===== src/logic/fc_pkg.sv =====
`default_nettype none

package fc_pkg;

    // ~~~~~~~~~~~~~~~~~~~~~~~~~~~~~~~~~~~~~~~~~~~~~~~~~~~~~~~~~~~~~~~~~~~~~~
    // layer dimensions and datapath widths
    // ~~~~~~~~~~~~~~~~~~~~~~~~~~~~~~~~~~~~~~~~~~~~~~~~~~~~~~~~~~~~~~~~~~~~~~

    localparam int MAX_IN  = 64;
    localparam int MAX_OUT = 64;

    localparam int IN_AW  = $clog2(MAX_IN);   // input buffer pointer
    localparam int OUT_AW = $clog2(MAX_OUT);  // result buffer pointer

    // weight for output o and input i lives at o * MAX_IN + i
    localparam int W_AW = 12;

    localparam int ACC_W = 24;  // holds 64 full-scale int8 products with headroom

    // ~~~~~~~~~~~~~~~~~~~~~~~~~~~~~~~~~~~~~~~~~~~~~~~~~~~~~~~~~~~~~~~~~~~~~~
    // host address map and engine states
    // ~~~~~~~~~~~~~~~~~~~~~~~~~~~~~~~~~~~~~~~~~~~~~~~~~~~~~~~~~~~~~~~~~~~~~~

    // region tag sits in word address bits 19:17, values not listed are unmapped
    typedef enum logic [2:0] {
        TAG_FC_WEIGHT   = 3'd1,
        TAG_FC_INPUT    = 3'd2,
        TAG_FC_DATA_BUF = 3'd4,
        TAG_CTRL        = 3'd6
    } host_tag_e;

    typedef enum logic [1:0] {
        ST_IDLE,
        ST_RUN,
        ST_DRAIN   // waits for the requant pipeline to empty
    } eng_state_e;

    // ~~~~~~~~~~~~~~~~~~~~~~~~~~~~~~~~~~~~~~~~~~~~~~~~~~~~~~~~~~~~~~~~~~~~~~
    // shared bundles
    // ~~~~~~~~~~~~~~~~~~~~~~~~~~~~~~~~~~~~~~~~~~~~~~~~~~~~~~~~~~~~~~~~~~~~~~

    // one write into any of the byte buffers, narrow buffers use the low ptr bits
    typedef struct packed {
        logic            wren;
        logic [W_AW-1:0] ptr;
        logic [7:0]      data;
    } buf_wr_t;

    // layer setup as written by the host, counts run from 1 to 64
    typedef struct packed {
        logic [6:0] in_count;
        logic [6:0] out_count;
        logic [3:0] shift;
    } fc_cfg_t;

    // finished sum for one output neuron
    typedef struct packed {
        logic                    valid;
        logic [OUT_AW-1:0]       idx;
        logic signed [ACC_W-1:0] acc;
    } acc_item_t;

endpackage

`default_nettype wire


===== src/logic/fc_requant.sv =====
`default_nettype none

module fc_requant (
    input  logic              clk_i,
    input  logic              reset_i,
    input  fc_pkg::acc_item_t acc_i,
    input  logic [3:0]        shift_i,
    output fc_pkg::buf_wr_t   result_wr_o
);

    import fc_pkg::*;

    // stage one, arithmetic shift
    logic                    s1_vld_q;
    logic [OUT_AW-1:0]       s1_idx_q;
    logic signed [ACC_W-1:0] s1_val_q;

    // stage two, saturated byte and result write
    logic                    wr_vld_q;
    logic [OUT_AW-1:0]       wr_idx_q;
    logic [7:0]              wr_data_q;
    logic [7:0]              sat;

    always_comb begin
        if (s1_val_q > 24'sd127) begin
            sat = 8'h7f;
        end else if (s1_val_q < -24'sd128) begin
            sat = 8'h80;
        end else begin
            sat = s1_val_q[7:0];  // already in int8 range
        end
    end

    always_ff @(posedge clk_i) begin
        if (reset_i) begin
            s1_vld_q <= 1'b0;
            wr_vld_q <= 1'b0;
        end else begin
            s1_vld_q <= acc_i.valid;
            wr_vld_q <= s1_vld_q;
        end
    end

    // items arrive at most one per cycle, so both stages just advance
    always_ff @(posedge clk_i) begin
        s1_idx_q  <= acc_i.idx;
        s1_val_q  <= $signed(acc_i.acc) >>> shift_i;
        wr_idx_q  <= s1_idx_q;
        wr_data_q <= sat;
    end

    assign result_wr_o = '{
        wren: wr_vld_q,
        ptr:  W_AW'(wr_idx_q),
        data: wr_data_q
    };

endmodule

`default_nettype wire


===== config.mk =====
export PLATFORM = sky130hd
export DESIGN_NAME = fc_requant
export DESIGN_NICKNAME = d
export VERILOG_FILES = /design/src/logic/fc_pkg.sv /design/src/logic/fc_requant.sv
export SDC_FILE = /design/constraint.sdc
export NUM_CORES = 1
export LEC_CHECK = 0
export ABC_AREA = 1
export CAP_MARGIN = 0
export CORE_MARGIN = 10
export CORE_UTILIZATION = 50
export DETAILED_ROUTE_END_ITERATION = 10
export DONT_BUFFER_PORTS = 1
export PLACE_DENSITY = 0.78
export SLEW_MARGIN = 20
export SYNTH_ARGS = -nofsm -noshare
export SYNTH_HDL_FRONTEND = slang
export SYNTH_SLANG_ARGS = --single-unit

===== constraint.sdc =====
create_clock -name clk_i -period 0.9 [get_ports clk_i]
set_input_delay 0.045 -clock clk_i [delete_from_list [all_inputs] [get_ports clk_i]]
set_output_delay 0.045 -clock clk_i [all_outputs]
set_load 0.005 [all_outputs]

---- Word level (Yosys, flattened, before mapping) ----
Cells that the tools add are included.
storage, ports and cells
  bits in read-only memories .............. 0
  RAM bits ................................ 0
  output and inout port bits .............. 21
  memories kept ........................... 0
  register bits ........................... 46
  bits in latches ......................... 0
operators by class
  eq/ne operators ......................... 0
  multiplexer cells ....................... 1
  magnitude comparators ................... 2
  add/subtract/negate cells ............... 0
  div/mod/pow operators ................... 0
  shifts and indexed selects .............. 1
  bitwise logic cells ..................... 0
  reduce and logical (&&, ||, !) cells .... 0
  multiply operators ...................... 0
operators by type and width
  cell                   number
  $gt A24 B8 Y1 const B  1
  $lt A24 B8 Y1 const B  1
  $sshr A24 B4 Y24       1
  $mux W8                1

---- Logic depth before layout (Yosys ltp) ----
Gate-level depths: netlist of the first run.
  depth in word-level cells ............... 2
  mapped depth ............................ 9
  depth with buffers taken out ............ 8

---- Worst setup path after synthesis of the first run ----
OpenSTA, ideal clock, no wires.
  path type ............................... register to register
  start point ............................. register s1_val_q[16]
  end point ............................... register wr_data_q[0]
  path slack .............................. -99 ps
  stages on the path, launching flop included .. 5
  clock period less this slack ............ 999 ps
  required time ........................... 771 ps
  arrival time ............................ 870 ps
  cells stage by stage .................... dfxtp_1 nor2_1 nand4_1 o21bai_1 nand2_1
on the way
  cells in the longest elaborated chain, start to end .. 2
ends and longest elaborated chain
  item                    RTL line          text
  from (decl)             fc_requant.sv:16  logic signed [ACC_W-1:0] s1_val_q;
  from (signal assigned)  fc_requant.sv:47  s1_val_q <= $signed(acc_i.acc) >>> shift_i;
  $lt A24 B8 Y1           fc_requant.sv:27  end else if (s1_val_q < -24'sd128) begin
  $mux W8                 fc_requant.sv:27
  to (signal assigned)    fc_requant.sv:49  wr_data_q <= sat;
  to (decl)               fc_requant.sv:21  logic [7:0] wr_data_q;
Several ways; a longest one is shown, not always the timed one.
A chain may end at the register's enable or synchronous reset.

---- Worst setup path in the final report of the first run ----
  start point ............................. register s1_val_q[13]
  end point ............................... register wr_data_q[5]
Same word-level chain as after synthesis.

==> run_results.csv, run 1 <==
group,metric,value,unit
setup_path,timing.critical_path.from,"s1_val_q[13]",
pwr,power.combinational.fraction,0.181,
setup_path,total_buffers_and_inverters_traversed_by_the_critical_path,0,
place,port-buffer-count,0,
setup_path,worstSetupEndpoint,"wr_data_q[5]",
logic_synthesis,synth_area,2436,µm²
hold_path,timing.hold.worst.start,"shift_i[2]",
setup_path,slowest_delay,0.32,ns
clocking,clkLatencyLatePin,0.29,ns
timing,final_max_slew_viol_count,0,
status,run_status,"finished, violations left",
global_routing,grt_start_max_net_pins,27,
detailed_routing,vias,2167,
logic_synthesis,synth.most_common_cell,"sky130_fd_sc_hd__nand2_1",
clocking,clock_tree.buffer_depth,2,
pwr,p_int,3.070,mW
pwr,netSwitchingFraction,0.2693,
setup_path,required_time_of_the_critical_path,1.07,ns
detailed_routing,first_iter_violations,92,
logic_synthesis,post_synth_inst_count,348,
final_layout,finish.instance_area,2641,µm²
pwr,net-switching-power,1.132,mW
logic_synthesis,synth.yosys.seq_area_share,0.3780,
setup_path,cp.depth,4,
flow_run,max-cap-violations,0,
global_routing,grt_pass1_wl,9.487,mm
timing,final.setup_skew,0.006789,ns
setup_path,worst_flop_to_flop_path_endpoint,"wr_data_q[5]",
logic_synthesis,dominantRegCellSynth,"sky130_fd_sc_hd__dfxtp_1",
place,detailedPlace.worstSlack,-0.1782,ns
logic_synthesis,syn_avg_cell_area,7.000,µm²
logic_synthesis,synth_largest_area_cell,"sky130_fd_sc_hd__dfxtp_1",
detailed_routing,avgViaCountPerCell,5.197,
setup_path,worst-path-max-fanout,7,
setup_path,critical_setup_path_class,"reg2reg",
pwr,power_frac_seq,0.552,
place,finalWeightedCongestion,0.8382,
floorplan,pin_count,58,
setup_path,ff2ff_setup_slack,-0.16,ns
pwr,total_power,4.202,mW
logic_synthesis,synthTopCellsByCount,"sky130_fd_sc_hd__nand2_1, sky130_fd_sc_hd__nand3_1, sky130_fd_sc_hd__dfxtp_1",
detailed_routing,post-route-drc-count,0,
clocking,cts-buffers-inserted,5,
detailed_routing,route.antenna.remaining_nets,0,
setup_path,worst_r2r_path_depth,4,
clocking,cts_sinks,46,
hold_path,hold_path_class,"in2reg",
floorplan,coreArea,4723,µm²
pwr,pwr-share-clk,0.267,
clocking,cts.reportedPaths.clkPinSlew,0.07,ns
final_layout,antenna_cells,0,
timing,clock.fmax,942.7,MHz
logic_synthesis,synth_edf_count,0,
status,violations_in_the_final_reports,"negative setup slack",
floorplan,die-width,89.80,µm
pwr,powerDensity,1591,nW/µm²
setup_path,critical-path-slowest-cell,"sky130_fd_sc_hd__dfxtp_2",
logic_synthesis,yosys-top-cells-area,"sky130_fd_sc_hd__dfxtp_1, sky130_fd_sc_hd__nand2_1, sky130_fd_sc_hd__nand3_1, sky130_fd_sc_hd__nand3_2, sky130_fd_sc_hd__nand2_4",
final_layout,fin_nets,387,
setup_path,r2r_start,"s1_val_q[13]",
floorplan,initial_core_util,0.5158,
global_routing,overflow,0,
timing,setup_viol,7,
clocking,cts-root-buf,"sky130_fd_sc_hd__clkbuf_8",
logic_synthesis,netlist.area_leader.share,0.3780,
timing,hold_violations,0,
final_layout,layout-area-overhead-vs-synth,8.423,%
setup_path,cp_top_family,"simple AND/OR/NAND/NOR gates",
setup_path,cp-start-kind,"flop",
final_layout,layout-drive-gt1-share,0.1686,
timing,rsz0062_at_grt,"true",
floorplan,dieHeight,89.80,µm
global_routing,grt_pass1_vias,2027,
global_routing,global_route.usage.total,0.1362,
logic_synthesis,warning_count_from_the_yosys_run,0,
global_routing,grt_antenna_before_repair,0,
detailed_routing,avgRoutedWirePerCell,13.45,µm
setup_path,path_cells,"nor2_1 > nand4_1 > o21bai_4 > nand2_1",
detailed_routing,wl,5.610,mm
final_layout,final_util,0.5592,
setup_path,cp-end-kind,"flop",
logic_synthesis,netlist-cell-type-count,19,
detailed_routing,detailedRoute.firstPassIterationCount,4,
timing,fin_setup_tns,-1.052,ns
floorplan,dieArea,8064,µm²
logic_synthesis,synthArstFlopShare,0,
logic_synthesis,synth_seq_cells,46,
floorplan,std_cell_rows,25,
pwr,vdd_drop_max,0.6974,mV
timing,fin_crit_period,1.061,ns
place,dp_hpwl,4.206,mm
place,postPlaceCellArea,2415,µm²
clocking,tritoncts,"done",
setup_path,timing.critical_path.arrival,1.23,ns
clocking,h-tree-depth,2,
pwr,p_leak,1.322,nW
timing,timing.final.crit_share,1.179,
timing,finalWorstSetupSlack,-0.1608,ns
-- registers in the layout, indices dropped and copies added, names as in the netlist --
signal     flops
wr_data_q      8
wr_idx_q       6
s1_idx_q       6
wr_vld_q       1
s1_vld_q       1
s1_val_q      24
-- stage by stage --
stage,std cells,hold WS [ns]
after floorplan,353,0.07272
after global placement,399,0.07279
after detailed placement,399,0.07278
after CTS,417,0.00001152
after global routing,417,0.01596
final,417,0.01023
-- cell families (layout without fill, tap and decap cells) --
logic type,after synthesis,after routing,synth area share
buf+inv,34,31,0.09502
flops,46,46,0.3780
simple gates,265,265,0.5203
other cells,1,6,0.001539
compound gates,2,2,0.005135
-- power groups by stage --
stage / sequential [mW] / clock, mW / combinational (mW)
after CTS: 2.31 / 1.15 / 0.752
after global placement: 2.35 / 0 / 0.680
after floorplan: 2.33 / 0 / 0.665
after detailed placement: 2.35 / 0 / 0.697
final: 2.32 / 1.12 / 0.761
after global routing: 2.34 / 1.23 / 0.870
-- worst register-to-register path: stages, from the launching register on --
cell and delay [ns]:
sky130_fd_sc_hd__dfxtp_2 0.32, sky130_fd_sc_hd__nor2_1 0.14, sky130_fd_sc_hd__nand4_1 0.17, sky130_fd_sc_hd__o21bai_4 0.24
sky130_fd_sc_hd__nand2_1 0.08
-- cell type report --
cell class | count | area (µm²)
clock buffers | 6 | 72.57
clock inverters | 1 | 7.507
fillers | 464 | 2082
inverters | 9 | 41.29
multi-input cells | 273 | 1330
flip-flops and latches | 46 | 938.4
well taps | 67 | 83.83
repair buffers | 15 | 167.7
-- what timing repair did --
action	in CTS	in global routing
pin swaps	8	9
setup buffers	0	0
hold buffers	11	0
endpoints found under the setup margin	7	22
gates resized for setup	9	7
hold endpoints to repair	24	0
-- cells in the final DEF, fill, tap and decap left out, drive strengths merged --
cell type	instances
clkbuf	6
dlygate4sd3	10
o21ai	1
nand2	163
clkinvlp	1
buf	4
dfxtp	46
inv	9
dlymetal6s4s	1
nand3	86
nor2	14
nand4	2
o21bai	1
conb	6
-- layer usage --
| metal | share of wire | GRT usage | up-vias |
|---|---|---|---|
| met2 | 0.48 | 0.2234 | 83 |
| li1 | - | - | 1104 |
| met1 | 0.42 | 0.1659 | 976 |
| met5 | 0 | 0 | - |
| met4 | 0.0098 | 0.04717 | 0 |
| met3 | 0.089 | 0.03824 | 4 |
-- how the worst min path moves through the flow --
| stage | to | slack [ns] | depth (start not counted) |
|---|---|---|---|
| 6_report | s1_val_q[7] | 0.01 | 4 |
| 5_1_grt | s1_val_q[7] | 0.02 | 4 |
| 4_1_cts | s1_val_q[7] | 0.00001 | 4 |
| 3_5_place_dp | s1_idx_q[3] | 0.07 | 0 |
| 3_3_place_gp | s1_idx_q[2] | 0.07 | 0 |
| 2_1_floorplan | s1_idx_q[0] | 0.07 | 0 |
No activity file was read; power rests on OpenSTA's default activity.
==> run 2: changes to the inputs <==
Settings changed: SKIP_CTS_REPAIR_TIMING set to 1.
==> run 2 against run 1 <==
  * The run ends with negative hold slack, negative setup slack left
  * Sequential cell count did not move
  * Critical endpoint unchanged
  * Worst setup slack worse by 0.011 ns
  * Die area did not move
  * Critical path type unchanged
  * Total power is 0.32% lower
  * Utilization decreased by 0.32 points
  * Sequential share of layout area barely moved
  * Final area decreased by 0.57%
  * Clock skew up 0.0010 ns
==> run_results.csv, run 2 (synthesis gave the netlist of run 1 again) <==
group,metric,value,unit
global_routing,grt_pass1_vias,1950,
clocking,tritoncts,"done",
timing,clock.fmax,933.4,MHz
timing,final.hold.worst_slack,-0.008055,ns
clocking,cts.reportedPaths.clkPinSlew,0.08,ns
global_routing,overflow,0,
global_routing,global_route.usage.total,0.1291,
status,violations_in_the_final_reports,"negative hold slack, negative setup slack",
timing,setup_viol,9,
clocking,clkLatencyLatePin,0.29,ns
setup_path,cp-start-kind,"flop",
floorplan,die-width,89.80,µm
final_layout,reg_top3,"s1_val_q (24), wr_data_q (8)",
pwr,p_leak,1.309,nW
pwr,vdd_drop_max,0.6954,mV
timing,final.setup_skew,0.007807,ns
global_routing,grt_start_max_net_pins,27,
setup_path,total_buffers_and_inverters_traversed_by_the_critical_path,0,
setup_path,timing.critical_path.arrival,1.24,ns
timing,timing.final.crit_share,1.190,
floorplan,dieArea,8064,µm²
setup_path,cp_top_family,"simple AND/OR/NAND/NOR gates",
detailed_routing,first_iter_violations,94,
final_layout,fill_cells,471,
final_layout,layout.cells.most_common_list,"sky130_fd_sc_hd__nand2_1, sky130_fd_sc_hd__nand3_1, sky130_fd_sc_hd__dfxtp_1",
floorplan,coreArea,4723,µm²
timing,hold_violations,1,
clocking,cts-root-buf,"sky130_fd_sc_hd__clkbuf_8",
clocking,clock_tree.buffer_depth,2,
place,port-buffer-count,0,
detailed_routing,avgRoutedWirePerCell,13.34,µm
status,run_status,"finished, violations left",
final_layout,finalNonFillerCells,416,
final_layout,largest_register_ffs,24,
pwr,powerDensity,1595,nW/µm²
floorplan,dieHeight,89.80,µm
global_routing,grt_pass1_wl,9.032,mm
timing,finalWorstSetupSlack,-0.1713,ns
final_layout,fin_nets,386,
floorplan,std_cell_rows,25,
setup_path,path_cells,"nor2_1 > nand4_1 > o21bai_4 > nand2_1",
final_layout,finish.instance_area,2626,µm²
final_layout,antenna_cells,0,
setup_path,worst-path-max-fanout,7,
place,post-place-cells,399,
place,postPlaceCellArea,2415,µm²
flow_run,max-cap-violations,0,
setup_path,cp-end-kind,"flop",
timing,rsz0062_at_grt,"true",
timing,fin_crit_period,1.071,ns
clocking,cts-buffers-inserted,5,
final_layout,layout-area-overhead-vs-synth,7.807,%
detailed_routing,vias,2133,
timing,final_max_slew_viol_count,0,
clocking,h-tree-depth,2,
place,finalWeightedCongestion,0.8382,
detailed_routing,post-route-drc-count,0,
detailed_routing,detailedRoute.firstPassIterationCount,4,
detailed_routing,route.antenna.remaining_nets,0,
place,dp_hpwl,4.206,mm
global_routing,grt_antenna_before_repair,0,
final_layout,regMostFlops,"s1_val_q",
setup_path,required_time_of_the_critical_path,1.07,ns
setup_path,slowest_delay,0.31,ns
setup_path,critical_setup_path_class,"reg2reg",
setup_path,critical-path-slowest-cell,"sky130_fd_sc_hd__dfxtp_1",
final_layout,final_util,0.5560,
final_layout,layout-drive-gt1-share,0.1605,
clocking,cts_sinks,46,
final_layout,layout_commonest_cell,"sky130_fd_sc_hd__nand2_1",
detailed_routing,wl,5.548,mm
detailed_routing,avgViaCountPerCell,5.127,
floorplan,initial_core_util,0.5158,
floorplan,pin_count,58,
hold_path,hold_path_class,"in2reg",
==> run 2: cell type report <==
class                   instances  area [µm²]  share of cell area
clock inverters                 1       7.507            0.002859
repair buffers                 14       155.1             0.05908
flip-flops and latches         46       933.4              0.3554
well taps                      67       83.83             0.03192
inverters                       9       41.29             0.01572
multi-input cells             273        1333              0.5074
clock buffers                   6       72.57             0.02763
==> run 2: final timing paths <==
check / from / endpoint / slack [ns] / depth (start not counted)
setup / recovery: s1_val_q[8] / wr_data_q[5] / -0.17 / 4
setup reg to reg: s1_val_q[8] / wr_data_q[5] / -0.17 / 4
hold reg to reg: s1_idx_q[3] / wr_idx_q[3] / 0.33 / 0
hold / removal: shift_i[2] / s1_val_q[0] / -0.008 / 4
==> run 2: worst min-delay path, stage by stage <==
cell and delay [ns]:
sky130_fd_sc_hd__nand3_1 0.06, sky130_fd_sc_hd__nand2_1 0.06, sky130_fd_sc_hd__nand2_1 0.04, sky130_fd_sc_hd__nand2_1 0.05
==> run 2: metal layers <==
metal,global-route usage,vias to the layer above,share of wire
li1,-,1103,-
met1,0.1591,944,0.43
met2,0.2070,82,0.47
met3,0.03990,4,0.084
met4,0.04447,0,0.0099
met5,0,-,0
==> run 2: power breakdown <==
part | switching, mW | leakage, nW | internal (mW)
combinational | 0.451 | 0.884 | 0.303
clock | 0.588 | 0.0373 | 0.531
sequential | 0.0854 | 0.388 | 2.23
==> run 2: per-stage QoR <==
| step | hold slack (ns) | total power, mW | setup slack (ns) | setup TNS, ns |
|---|---|---|---|---|
| floorplan | 0.07272 | 2.991 | -0.007484 | -0.04946 |
| global placement | 0.07279 | 3.028 | -0.07195 | -0.4895 |
| detailed placement | 0.07278 | 3.050 | -0.1782 | -1.156 |
| CTS | -0.2301 | 4.158 | -0.1949 | -1.299 |
| global route | 0.006578 | 4.427 | -0.2221 | -2.076 |
| finish | -0.008055 | 4.188 | -0.1713 | -1.168 |
