### src/logic/fc_pkg.sv
`default_nettype none

package fc_pkg;

    // ~~~~~~~~~~~~~~~~~~~~~~~~~~~~~~~~~~~~~~~~~~~~~~~~~~~~~~~~~~~~~~~~~~~~~~
    // layer dimensions and datapath widths
    // ~~~~~~~~~~~~~~~~~~~~~~~~~~~~~~~~~~~~~~~~~~~~~~~~~~~~~~~~~~~~~~~~~~~~~~

    localparam int MAX_IN  = 64;
    localparam int MAX_OUT = 64;

    localparam int IN_AW  = $clog2(MAX_IN);   // input buffer pointer
    localparam int OUT_AW = $clog2(MAX_OUT);  // result buffer pointer

    // weight for output o and input i lives at o * MAX_IN + i
    localparam int W_AW = 12;

    localparam int ACC_W = 24;  // holds 64 full-scale int8 products with headroom

    // ~~~~~~~~~~~~~~~~~~~~~~~~~~~~~~~~~~~~~~~~~~~~~~~~~~~~~~~~~~~~~~~~~~~~~~
    // host address map and engine states
    // ~~~~~~~~~~~~~~~~~~~~~~~~~~~~~~~~~~~~~~~~~~~~~~~~~~~~~~~~~~~~~~~~~~~~~~

    // region tag sits in word address bits 19:17, values not listed are unmapped
    typedef enum logic [2:0] {
        TAG_FC_WEIGHT   = 3'd1,
        TAG_FC_INPUT    = 3'd2,
        TAG_FC_DATA_BUF = 3'd4,
        TAG_CTRL        = 3'd6
    } host_tag_e;

    typedef enum logic [1:0] {
        ST_IDLE,
        ST_RUN,
        ST_DRAIN   // waits for the requant pipeline to empty
    } eng_state_e;

    // ~~~~~~~~~~~~~~~~~~~~~~~~~~~~~~~~~~~~~~~~~~~~~~~~~~~~~~~~~~~~~~~~~~~~~~
    // shared bundles
    // ~~~~~~~~~~~~~~~~~~~~~~~~~~~~~~~~~~~~~~~~~~~~~~~~~~~~~~~~~~~~~~~~~~~~~~

    // one write into any of the byte buffers, narrow buffers use the low ptr bits
    typedef struct packed {
        logic            wren;
        logic [W_AW-1:0] ptr;
        logic [7:0]      data;
    } buf_wr_t;

    // layer setup as written by the host, counts run from 1 to 64
    typedef struct packed {
        logic [6:0] in_count;
        logic [6:0] out_count;
        logic [3:0] shift;
    } fc_cfg_t;

    // finished sum for one output neuron
    typedef struct packed {
        logic                    valid;
        logic [OUT_AW-1:0]       idx;
        logic signed [ACC_W-1:0] acc;
    } acc_item_t;

endpackage

`default_nettype wire

### src/logic/addr_decoder.sv
`default_nettype none

module addr_decoder (
    input  logic                      clk_i,
    input  logic                      reset_i,

    // host memory port
    input  logic                      en_i,
    input  logic [3:0]                we_i,
    input  logic [21:0]               addr_i,
    input  logic [31:0]               wrdata_i,
    output logic [31:0]               rddata_o,

    // result buffer read side
    input  logic [7:0]                result_rdata_i,
    output logic [fc_pkg::OUT_AW-1:0] result_rdptr_o,

    // engine status
    input  logic                      busy_i,

    // buffer writes and layer control
    output fc_pkg::buf_wr_t           weight_wr_o,
    output fc_pkg::buf_wr_t           input_wr_o,
    output logic                      start_o,
    output fc_pkg::fc_cfg_t           cfg_o
);

    import fc_pkg::*;

    logic [19:0]       word_addr;
    host_tag_e         tag;
    logic              host_wr;
    logic              host_rd;

    logic [2:0]        rd_tag_q;   // region of the last read
    logic              rd_busy_q;
    logic [OUT_AW-1:0] rd_ptr_q;

    assign word_addr = addr_i[21:2];
    assign tag       = host_tag_e'(word_addr[19:17]);
    assign host_wr   = en_i && we_i[0];
    assign host_rd   = en_i && !we_i[0];

    // ~~~~~~~~~~~~~~~~~~~~~~~~~~~~~~~~~~~~~~~~~~~~~~~~~~~~~~~~~~~~~~~~~~~~~~
    // write side
    // ~~~~~~~~~~~~~~~~~~~~~~~~~~~~~~~~~~~~~~~~~~~~~~~~~~~~~~~~~~~~~~~~~~~~~~

    // control word layout, the engine latches it on the start pulse
    assign cfg_o = '{
        in_count:  wrdata_i[6:0],
        out_count: wrdata_i[14:8],
        shift:     wrdata_i[19:16]
    };

    always_comb begin
        weight_wr_o = '0;
        input_wr_o  = '0;
        start_o     = 1'b0;
        if (host_wr) begin
            case (tag)
                TAG_FC_WEIGHT: begin
                    weight_wr_o.wren = 1'b1;
                    weight_wr_o.ptr  = word_addr[W_AW-1:0];
                    weight_wr_o.data = wrdata_i[7:0];
                end
                TAG_FC_INPUT: begin
                    input_wr_o.wren = 1'b1;
                    input_wr_o.ptr  = word_addr[W_AW-1:0];
                    input_wr_o.data = wrdata_i[7:0];
                end
                TAG_CTRL: start_o = 1'b1;
                default: ;  // unmapped regions drop the write
            endcase
        end
    end

    // ~~~~~~~~~~~~~~~~~~~~~~~~~~~~~~~~~~~~~~~~~~~~~~~~~~~~~~~~~~~~~~~~~~~~~~
    // read side
    // ~~~~~~~~~~~~~~~~~~~~~~~~~~~~~~~~~~~~~~~~~~~~~~~~~~~~~~~~~~~~~~~~~~~~~~

    always_ff @(posedge clk_i) begin
        if (reset_i) begin
            rd_tag_q  <= 3'd0;  // unmapped, so read data starts at zero
            rd_busy_q <= 1'b0;
        end else if (host_rd) begin
            rd_tag_q  <= tag;
            rd_busy_q <= busy_i;
        end
    end

    always_ff @(posedge clk_i) begin
        if (host_rd) begin
            rd_ptr_q <= word_addr[OUT_AW-1:0];
        end
    end

    // between reads the RAM keeps reading the last pointer so the data holds
    assign result_rdptr_o = host_rd ? word_addr[OUT_AW-1:0] : rd_ptr_q;

    always_comb begin
        case (rd_tag_q)
            TAG_FC_DATA_BUF: rddata_o = {{24{result_rdata_i[7]}}, result_rdata_i};
            TAG_CTRL:        rddata_o = {31'd0, rd_busy_q};
            default:         rddata_o = 32'd0;
        endcase
    end

endmodule

`default_nettype wire

### config.mk
export PLATFORM = sky130hd
export DESIGN_NAME = addr_decoder
export DESIGN_NICKNAME = d
export VERILOG_FILES = /design/src/logic/fc_pkg.sv /design/src/logic/addr_decoder.sv
export SDC_FILE = /design/constraint.sdc
export NUM_CORES = 1
export LEC_CHECK = 0
export BUFFER_PORTS_ARGS = -buffer_cell sky130_fd_sc_hd__buf_2
export CORE_MARGIN = 2
export CORE_UTILIZATION = 29
export DETAILED_ROUTE_END_ITERATION = 10
export GPL_TIMING_DRIVEN = 0
export HOLD_SLACK_MARGIN = 0.12
export PLACE_DENSITY = 0.92
export SYNTH_ARGS = -nofsm -noshare
export SYNTH_HDL_FRONTEND = slang
export SYNTH_SLANG_ARGS = --single-unit
### constraint.sdc
create_clock -name clk_i -period 2 [get_ports clk_i]
set_input_delay 0.4 -clock clk_i [delete_from_list [all_inputs] [get_ports clk_i]]
set_output_delay 0.4 -clock clk_i [all_outputs]
set_load 0.03 [all_outputs]
# Yosys cells after proc, flatten, opt, wreduce, memory -nomap -nowiden
# Cells that the tools add are included.
# op_classes
n_eq_ne,5
mux,8
reduce_logical,3
# op_table
operator,n
21-bit two-way mux,4
32-bit case mux with 2 select lines,1
3-bit == test (second input constant),3
6-bit two-way mux,1
3-bit by 1-bit == test with 1-bit output (second input constant),1
3-bit by 2-bit == test with 1-bit output (second input constant),1
1-bit logical AND,2
1-bit two-way mux,2
1-bit zero test,1
# totals
ff_bits,10
inputBits,70
wordCells,19

# Depth between registers and ports, before layout
# Gate-level depths: netlist (run 1).
# logic_depth
word_depth,3
depth_mapped,4
depth_no_buf,2

# Worst setup path after synthesis (run 1)
# Ideal clock, no wire load.
# synth_path
path_kind,input -> output
start,input port we_i[0]
end,output port input_wr_o[13] (netlist name)
t_arrival_ns,1.713
required_time_ns,1.600
slack_ns,-0.113
stages,3
path_buffers,1
path_cell_list,buf_2 nand3_1 nor4b_1
# synth_rtl
item,line_no,source
"start, declared",addr_decoder.sv:9,"input logic [3:0] we_i,"
"end, declared",addr_decoder.sv:23,"output fc_pkg::buf_wr_t input_wr_o,"

# Final worst setup path (run 1)
# layout_path
start,register rd_tag_q[0]
end,output port rddata_o[9]
# layout_between
elab_chain_cells,2
elab_cells_between_ends,3
# layout_lines
item,line_no,source
"start, declared",addr_decoder.sv:35,logic [2:0] rd_tag_q;
"start signal, assigned",addr_decoder.sv:86,rd_tag_q <= tag;
3-bit == test,addr_decoder.sv:101,case (rd_tag_q)
32-bit case mux with 2 select lines *,addr_decoder.sv:101,
"end, declared",addr_decoder.sv:12,"output logic [31:0] rddata_o,"
# Mark *: on every way between the ends. The rest lies on a longest branch, timed or not.

==> metrics.md, run 1 <==
| Metric | Value |
|---|---|
| Status | `finished, final reports clean` |
| First-pass GRT wire length | `5080 microns` |
| Cell Rows | `22` |
| Critical path arrival | `1.53 ns` |
| Initial antenna violation count | `0` |
| Reg clk slew, reported paths | `0.04 ns` |
| Longest Clk Path Bufs | `2` |
| Synthesis warning total | `0` |
| Crit. End Element | `primary output` |
| Avg Cell Area, Syn | `about 6.9 sq um` |
| Register area share after synthesis | `18.2%` |
| Ratio of cells with drive above 1 in the final layout | `about two thirds` |
| Synth Instances | `158` |
| Hpwl dp | `approximately 3200 microns` |
| Routed wire length per instance | `10.8 microns` |
| Number of sinks on the clock net | `10` |
| CTS tree | `yes` |
| Starting Density | `between 20 and 30%` |
| Max VDD drop | `around 0.16 mV` |
| Final Wtd Congestion | `0.759` |
| Multi-input gate area | `576 sq um` |
| Hold Violations, Final | `0` |
| Total iterations of the first detailed-routing run | `4` |
| Commonest non-fill, non-tap cell in the layout | `buf_2` |
| Die X | `65.5 microns` |
| Num CTS Buffers | `3` |
| Crit Path Category | `flip-flop to primary output` |
| Largest net degree at the start of global routing | `26` |
| Crit-path max FO | `13` |
| DIE AREA | `4290 sq um` |
| Final Power | `812 uW` |
| Synthesis-stage register bit count | `10` |
| Max-cap violation count | `0` |
| Slew headroom | `69.4%` |
| Vias in the first global route | `1,198` |
| Core area | `3660 sq um` |
| Static leakage | `1.20 nW` |
| Total number of vias | `roughly 1.4k` |
| Startpoint types | `flip-flop` |
| Min-Delay Path Class | `primary input to flip-flop` |
| Crit path required time | `around 1.6 ns` |
| Fillers | `340` |
| Skew-Pair Late Insertion Delay | `0.22 ns` |
| PD cells | `425 nW/um^2` |
| All-layer global routing usage | `between 10% and 20%` |
| Antenna-violating nets left | `0` |
| Synthesized cell area | `1100 sq um` |
| Shortest period the worst path allows | `1.93 ns` |
| Antenna Cells | `0` |
| H-tree Lvls | `1` |
| Layout Area Growth over Synthesis | `74.0%` |
| Vias/cell | `around 4.2` |
| Post-CTS Repair Setup Buffers | `0` |
| Skew final | `0 ns` |
| Residual DRC | `0` |
| Unique masters post-synth | `18` |
| Worst slew pin tran | `between 0.4 and 0.5 ns` |
| Endpoints failing setup | `0` |
| Gr ovfl total | `0` |
| Max Clk Rate | `0.518 GHz` |
| Nets@finish | `367` |
| Port Buf Inserts | `133` |
| Die Height | `65.5 microns` |
| Final Core Density | `52.2%` |
| Register area | `between 200 and 250 sq um` |
| Synth Net Count | `228` |
| Commonest cells after routing, fill and taps aside | `132 x buf_2, 47 x buf_4, 40 x nor2_1` |
| Io pins | `169` |
| Root buffer selected by CTS | `clkbuf_8` |
| Final wirelength | `3700 microns` |
| Period Utilization, post-route | `96.4%` |
| Slew Limit Fails | `0` |
| Detailed Route Iter0 Violations | `18` |
| RSZ-0062 raised after global routing | `false` |
==> worst max-delay path, cell delays in order, from the launching register on <==
cell and delay [ns]:
dfxtp_1 0.34, nor3b_4 0.35, and2_4 0.30, buf_4 0.12, buf_2 0.18
==> per-stage QoR <==
step	hold slack (ns)	setup WS (ns)	cells	cell area [sq um]	TNS (ns)
after detailed placement	0.457	-0.241	339	1840	-5.87
after floorplan	0.448	0.181	158	1110	0
after global placement	0.452	-0.157	339	1840	-3.80
after global routing	0.437	0.000873	343	1910	0
final	0.436	0.0712	343	1910	0
after CTS	0.436	0.0106	342	1890	0
==> synth_stat cells <==
library cell	count	area [sq um]
clkbuf_1	4	15.0
nand2b_1	5	31.3
buf_4	43	323
nor2b_1	1	6.26
mux2i_1	1	10.0
nand3_1	1	5.00
mux2_4	6	90.1
nor3_1	1	5.00
o21ai_0	4	20.0
inv_1	1	3.75
dfxtp_1	10	200
nand2_1	21	78.8
nand4bb_1	6	67.6
nor3b_1	2	15.0
buf_2	3	15.0
nor4b_1	2	17.5
nor2_1	40	150
and2_1	7	43.8
==> layer usage <==
layer	vias to the layer above	global-route usage, %	wire length (microns)
li1	735	-	-
met1	608	16.8	1400
met2	97	28.8	1920
met5	-	0	0
met4	0	5.73	46
met3	4	1.54	334
==> final timing paths <==
check                    from          end  slack [ns]  cells past startpoint
setup reg to reg  rd_tag_q[0]  rd_tag_q[0]        1.31                      2
setup / recovery  rd_tag_q[0]  rddata_o[9]        0.07                      4
hold / removal         busy_i    rd_busy_q        0.44                      3
hold reg to reg   rd_ptr_q[3]  rd_ptr_q[3]        0.46                      1
==> where the power goes <==
group / leakage (nW) / total (mW) / internal [mW] / switching [mW]
registers: 0.0833 / 0.232 / 0.223 / 0.00894
clock network: 0.0216 / 0.192 / 0.130 / 0.0614
logic: 1.10 / 0.389 / 0.155 / 0.233
total: 1.20 / 0.812 / 0.509 / 0.303
==> kinds of logic (layout without fill, tap and decap cells) <==
kind of cell	after synthesis	in the layout	synth area share, %
AND/OR/NAND/NOR	86	87	38.3
buffers and inverters	51	187	32.5
flip-flops	10	10	18.2
multiplexers	7	7	9.12
AO/OA/AOI/OAI	4	4	1.82
==> what timing repair did <==
action,in CTS,in global routing
setup endpoints to repair,31,24
hold buffers,0,0
cloned,0,1
hold endpoints to repair,0,0
resized for setup,3,5
pin swaps,0,1
==> registers in the layout, indices dropped and copies added (netlist names) <==
name,flops
rd_ptr_q,6
rd_tag_q,3
rd_busy_q,1
==> cell type report <==
type | instances | area share (%)
repair buffers | 133 | 35.4
well taps | 48 | 3.15
inverters | 1 | 0.197
flip-flops and latches | 10 | 10.5
plain buffers | 50 | 18.5
multi-input cells | 98 | 30.1
clock buffers | 3 | 2.16
No activity file was read; power rests on OpenSTA's default activity.
==> run 2, diff against run 1 <==
- CORE_UTILIZATION: 29 -> 26
- PLACE_DENSITY: 0.92 -> 0.87
- clock period: 2 -> 1.7 ns (I/O delays scaled with it)
==> metrics.md, run 2 (synthesis gave the netlist of run 1 again) <==
| Metric | Value |
|---|---|
| Status | `finished, final reports clean` |
| Die Height | `69.0 microns` |
| Detailed Route Iter0 Violations | `44` |
| Shortest period the worst path allows | `1.66 ns` |
| Hold endpoint | `rd_ptr_q[1]` |
| Longest Clk Path Bufs | `2` |
| Setup TNS Final | `0 ns` |
| Final wirelength | `3810 microns` |
| Skew-Pair Late Insertion Delay | `0.23 ns` |
| Largest net degree at the start of global routing | `11` |
| Io pins | `~170` |
| Hpwl dp | `2920 microns` |
| Max VDD drop | `0.215 mV` |
| Commonest cells after routing, fill and taps aside | `108 x buf_2, 51 x buf_4, 40 x nor2_1` |
| P_sw | `about 370 uW` |
| Slew headroom | `83.9%` |
| Place WS | `-0.220 ns` |
| Crit. End Element | `primary output` |
| Period Utilization, post-route | `97.4%` |
| Flop pwr share | `26.3%` |
| Worst Path Buf+Inv | `2` |
| Crit-path max FO | `6` |
| Sw Share | `35.6%` |
| Worst r2r src | `rd_ptr_q[1]` |
| Internal | `668 uW` |
| Root buffer selected by CTS | `clkbuf_8` |
| Max-cap violation count | `0` |
| Static leakage | `1.25 nW` |
| Antenna Cells | `0` |
| Antenna-violating nets left | `0` |
| Ratio of cells with drive above 1 in the final layout | `68.2%` |
| Initial antenna violation count | `0` |
| Reg2Reg Setup Slack | `1.03 ns` |
| Crit path required time | `1.36 ns` |
| Layout Area Growth over Synthesis | `89.9%` |
| Hold Violations, Final | `0` |
| R2R depth | `1` |
| Endpoints failing setup | `0` |
| Final Power | `1.04 mW` |
| Core area | `4030 sq um` |
| Skew final | `0 ns` |
| Startpoint types | `flip-flop` |
| First-pass GRT wire length | `4870 microns` |
| Cell Rows | `23` |
| CP max-delay cell | `dfxtp_2` |
| Register area | `204 sq um` |
| Commonest non-fill, non-tap cell in the layout | `buf_2` |
| Starting Density | `27.2%` |
| Vias/cell | `between 4 and 5` |
| Min-Delay Path Class | `primary input to flip-flop` |
| Kind of cell adding the most delay to the critical path | `simple AND/OR/NAND/NOR gates` |
| Critical path arrival | `1.32 ns` |
| Worst r2r dst | `rd_ptr_q[1]` |
| Post-DP Area | `1840 sq um` |
| Slew Limit Fails | `0` |
| All-layer global routing usage | `13.2%` |
| Crit Path Category | `flip-flop to primary output` |
| Fillers | `about 380` |
| Residual DRC | `0` |
| PD cells | `498 nW/um^2` |
| Total iterations of the first detailed-routing run | `4` |
| Critical path, cell by cell | `nor3b_4 > and2_4 > buf_4 > buf_4` |
| Total number of vias | `1,468` |
| CP most frequent cell | `buf_4` |
| Logic pwr share | `46.3%` |
| Final WS setup | `0.0444 ns` |
| Reg clk slew, reported paths | `0.05 ns` |
| DIE AREA | `4760 sq um` |
| Num CTS Buffers | `3` |
| Worst slew pin tran | `~0.24 ns` |
| Nets@finish | `370` |
| Final Wtd Congestion | `0.688` |
| Crit-path max cell delay | `0.34 ns` |
| Routed wire length per instance | `approximately 11 microns` |
| Gr ovfl total | `0` |
| Worst hold path cell count | `2` |
| Clock Power Share | `27.4%` |
| Vias in the first global route | `1,151` |
| Number of sinks on the clock net | `10` |
| HP Start | `addr_i[3]` |
| Multi-input gate area | `593 sq um` |
| Max Clk Rate | `approximately 0.6 GHz` |
| Largest regs | `rd_ptr_q x6, rd_tag_q x3, rd_busy_q x1` |
| Port Buf Inserts | `133` |
| H-tree Lvls | `1` |
| Max FFs per register | `6` |
| Post-Layout Inst Area | `2080 sq um` |
| CTS tree | `yes` |
| Die X | `~69 microns` |
| Most flop-heavy register | `rd_ptr_q` |
[run 2: cell count changes in the layout (fill, tap and decap cells not counted), moves of 3 or more]
cell / change
buf_6: +17
dfxtp_2: +3
dfxtp_1: -3
buf_4: +4
clkbuf_1: -4
clkbuf_2: +4
clkbuf_4: +4
buf_2: -24
[run 2: layout make-up]
| cell class | count | area share, % |
|---|---|---|
| tap | 50 | 3.00 |
| clock buffer | 4 | 2.64 |
| sequential | 10 | 9.79 |
| inverter | 1 | 0.180 |
| multi-input combinational | 100 | 28.5 |
| timing repair buffer | 134 | 38.6 |
| buffer | 50 | 17.3 |
[run 2: timing repair]
item	in CTS	in global routing
hold buffers	0	0
cloned	3	0
resized for setup	17	55
buffers inserted	1	0
endpoints found under the setup margin	34	65
pin swaps	3	4
[run 2: through the flow]
step | utilization [%] | hold WS (ns) | cells
floorplan | - | 0.448 | 158
global placement | 45.7 | 0.451 | 341
detailed placement | 45.7 | 0.452 | 341
CTS | 48.9 | 0.360 | 349
global route | 51.7 | 0.361 | 349
finish | 51.7 | 0.368 | 349
[run 2: power by group through the flow]
| stage | clock [mW] | combinational (mW) | sequential, mW |
|---|---|---|---|
| final | 0.284 | 0.480 | 0.273 |
| after global routing | 0.308 | 0.513 | 0.275 |
| after CTS | 0.292 | 0.464 | 0.272 |
| after detailed placement | 0 | 0.450 | 0.275 |
| after global placement | 0 | 0.444 | 0.274 |
| after floorplan | 0 | 0.317 | 0.273 |
[run 2: worst max-delay path by stage]
stage                 from              to  slack [ns]  depth (start not counted)
2_1_floorplan      we_i[0]  input_wr_o[10]        0.08                          4
5_1_grt        rd_tag_q[0]    rddata_o[17]       -0.01                          4
4_1_cts        rd_tag_q[1]    rddata_o[22]       -0.02                          4
3_5_place_dp   rd_tag_q[2]    rddata_o[21]       -0.22                          4
6_report       rd_tag_q[0]    rddata_o[17]        0.04                          4
3_3_place_gp   rd_tag_q[2]    rddata_o[12]       -0.16                          4
[run 2: metal layers]
metal / vias to the layer above / part of all wire [%] / global-route usage (%)
met5: - / 0 / 0
met4: 0 / 0.79 / 3.92
met3: 4 / 8.5 / 2.27
met2: 79 / 53 / 24.8
met1: 640 / 38 / 15.0
li1: 745 / - / -
==> run 3, diff against run 2 <==
- CORE_UTILIZATION: 26 -> 27
- CTS_BUF_LIST: default -> sky130_fd_sc_hd__clkbuf_2
- PLACE_DENSITY: 0.87 -> 0.9
==> metrics.md, run 3 (synthesis gave the netlist of run 1 again) <==
| Metric | Value |
|---|---|
| Largest net degree at the start of global routing | `11` |
| Nets@finish | `371` |
| All-layer global routing usage | `approximately 15%` |
| H-tree Lvls | `1` |
| HP Start | `addr_i[5]` |
| Crit path required time | `1.36 ns` |
| Antenna-violating nets left | `0` |
| Io pins | `169` |
| Post-Layout Inst Area | `between 2000 and 2500 sq um` |
| Core area | `about 4000 sq um` |
| Largest regs | `rd_ptr_q x6, rd_tag_q x3, rd_busy_q x1` |
| R2R depth | `3` |
| Reg clk slew, reported paths | `roughly 0.10 ns` |
| Worst r2r dst | `rd_tag_q[1]` |
| Root buffer selected by CTS | `clkbuf_2` |
| Crit-path max FO | `8` |
| Max Clk Rate | `0.570 GHz` |
| Final Core Density | `54.2%` |
| Shortest period the worst path allows | `1.76 ns` |
| Die Height | `approximately 68 microns` |
| Vias/cell | `approximately 4.3` |
| First-pass GRT wire length | `5490 microns` |
| Max FFs per register | `6` |
| Initial antenna violation count | `0` |
| Final WS setup | `-0.0559 ns` |
| Finished Layout Cells | `350` |
| Cell Rows | `23` |
| Final Wtd Congestion | `between 0.7 and 0.8` |
| Max VDD drop | `around 0.15 mV` |
| DIE AREA | `4590 sq um` |
| Layout Area Growth over Synthesis | `94.9%` |
| Critical path arrival | `around 1.4 ns` |
| Crit Path Category | `flip-flop to primary output` |
| Hold Violations, Final | `0` |
| Die X | `67.8 microns` |
| Cells after DPL | `roughly 340` |
| Max-cap violation count | `0` |
| Detailed Route Iter0 Violations | `8` |
| Crit. End Element | `primary output` |
| Startpoint types | `flip-flop` |
| CTS tree | `yes` |
| PD cells | `419 nW/um^2` |
| Most flop-heavy register | `rd_ptr_q` |
| Num CTS Buffers | `3` |
| Endpoints failing setup | `25` |
| Slew headroom | `78.7%` |
| RSZ-0062 raised after global routing | `true` |
| Period Utilization, post-route | `103%` |
| Residual DRC | `0` |
| Port Buf Inserts | `roughly 130` |
| Skew final | `0 ns` |
| Failing checks | `setup timing` |
| Starting Density | `27.8%` |
| Commonest cells after routing, fill and taps aside | `104 x buf_2, 43 x buf_4, 40 x nor2_1` |
| Worst hold path cell count | `2` |
| Static leakage | `1.25 nW` |
| Slew Limit Fails | `0` |
| Reg2Reg Setup Slack | `around 0.95 ns` |
| Post-CTS Hold Buffers | `0` |
| Ratio of cells with drive above 1 in the final layout | `69.0%` |
| Min-Delay Path Class | `primary input to flip-flop` |
| Antenna Cells | `0` |
| Longest Clk Path Bufs | `2` |
| Total iterations of the first detailed-routing run | `4` |
| Status | `finished with violations` |
| Post-DP Area | `1840 sq um` |
| Skew-Pair Late Insertion Delay | `approximately 0.24 ns` |
| Worst r2r src | `rd_tag_q[1]` |
| Final wirelength | `between 3000 and 4000 microns` |
| Hold endpoint | `rd_ptr_q[3]` |
| Hpwl dp | `2890 microns` |
| Number of sinks on the clock net | `10` |
| Routed wire length per instance | `11.0 microns` |
| Commonest non-fill, non-tap cell in the layout | `buf_2` |
| Total number of vias | `1,490` |
| Vias in the first global route | `1,303` |
| Worst slew pin tran | `0.320 ns` |
| Gr ovfl total | `0` |
-- run 3: cell count changes in the layout (fill, tap and decap cells not counted), sizes merged --
cell | before | now
buf | 176 | 181
clkbuf | 12 | 7
clkinv | 0 | 1
-- run 3: worst max-delay path by stage --
stage / cells past startpoint / start / end / slack (ns)
after detailed placement: 4 / rd_tag_q[2] / rddata_o[25] / -0.22
after global routing: 4 / rd_tag_q[0] / rddata_o[25] / -0.17
after CTS: 4 / rd_tag_q[1] / rddata_o[18] / -0.08
after global placement: 4 / rd_tag_q[2] / rddata_o[18] / -0.18
after floorplan: 4 / we_i[0] / input_wr_o[10] / 0.08
final: 4 / rd_tag_q[0] / rddata_o[22] / -0.06
-- run 3: what timing repair did --
| action | CTS | global route |
|---|---|---|
| resized for setup | 72 | 16 |
| endpoints found under the setup margin | 33 | 62 |
| pin swaps | 8 | 5 |
| buffers inserted | 2 | 0 |
| cloned | 3 | 0 |
-- run 3: layout make-up --
type / count / area [sq um]
Multi-Input combinational cell: 100 / 601
Fill cell: 390 / 1800
Inverter: 1 / 3.75
Clock inverter: 1 / 3.75
Tap cell: 50 / 62.6
Timing Repair Buffer: 135 / 870
Clock buffer: 3 / 15.0
Sequential cell: 10 / 206
Buffer: 50 / 377
-- run 3: critical path: stages, from the launching register on --
cell and delay, ns:
dfxtp_2 0.35, nor3b_4 0.33, and2_4 0.26, buf_4 0.12
buf_6 0.12
-- run 3: routing by layer --
metal	GRT usage, %	wire, microns	up-vias
met5	0	0	-
met4	5.10	0	0
met3	1.67	321	0
met2	30.3	2080	82
met1	16.4	1440	663
li1	-	-	745
-- run 3: power by group --
part	switching (mW)	internal, mW
Sequential	0.0109	0.261
Clock	0.0778	0.0511
Combinational	0.280	0.214
Total	0.369	0.526
-- run 3: metrics by stage --
step	setup TNS, ns	setup WS [ns]	hold slack, ns	power (mW)
after floorplan	0	0.0760	0.448	0.590
after global placement	-4.46	-0.180	0.453	0.719
after global routing	-4.37	-0.173	0.318	0.954
after CTS	-1.85	-0.0811	0.319	0.903
after detailed placement	-5.29	-0.217	0.452	0.726
final	-1.02	-0.0559	0.343	0.895
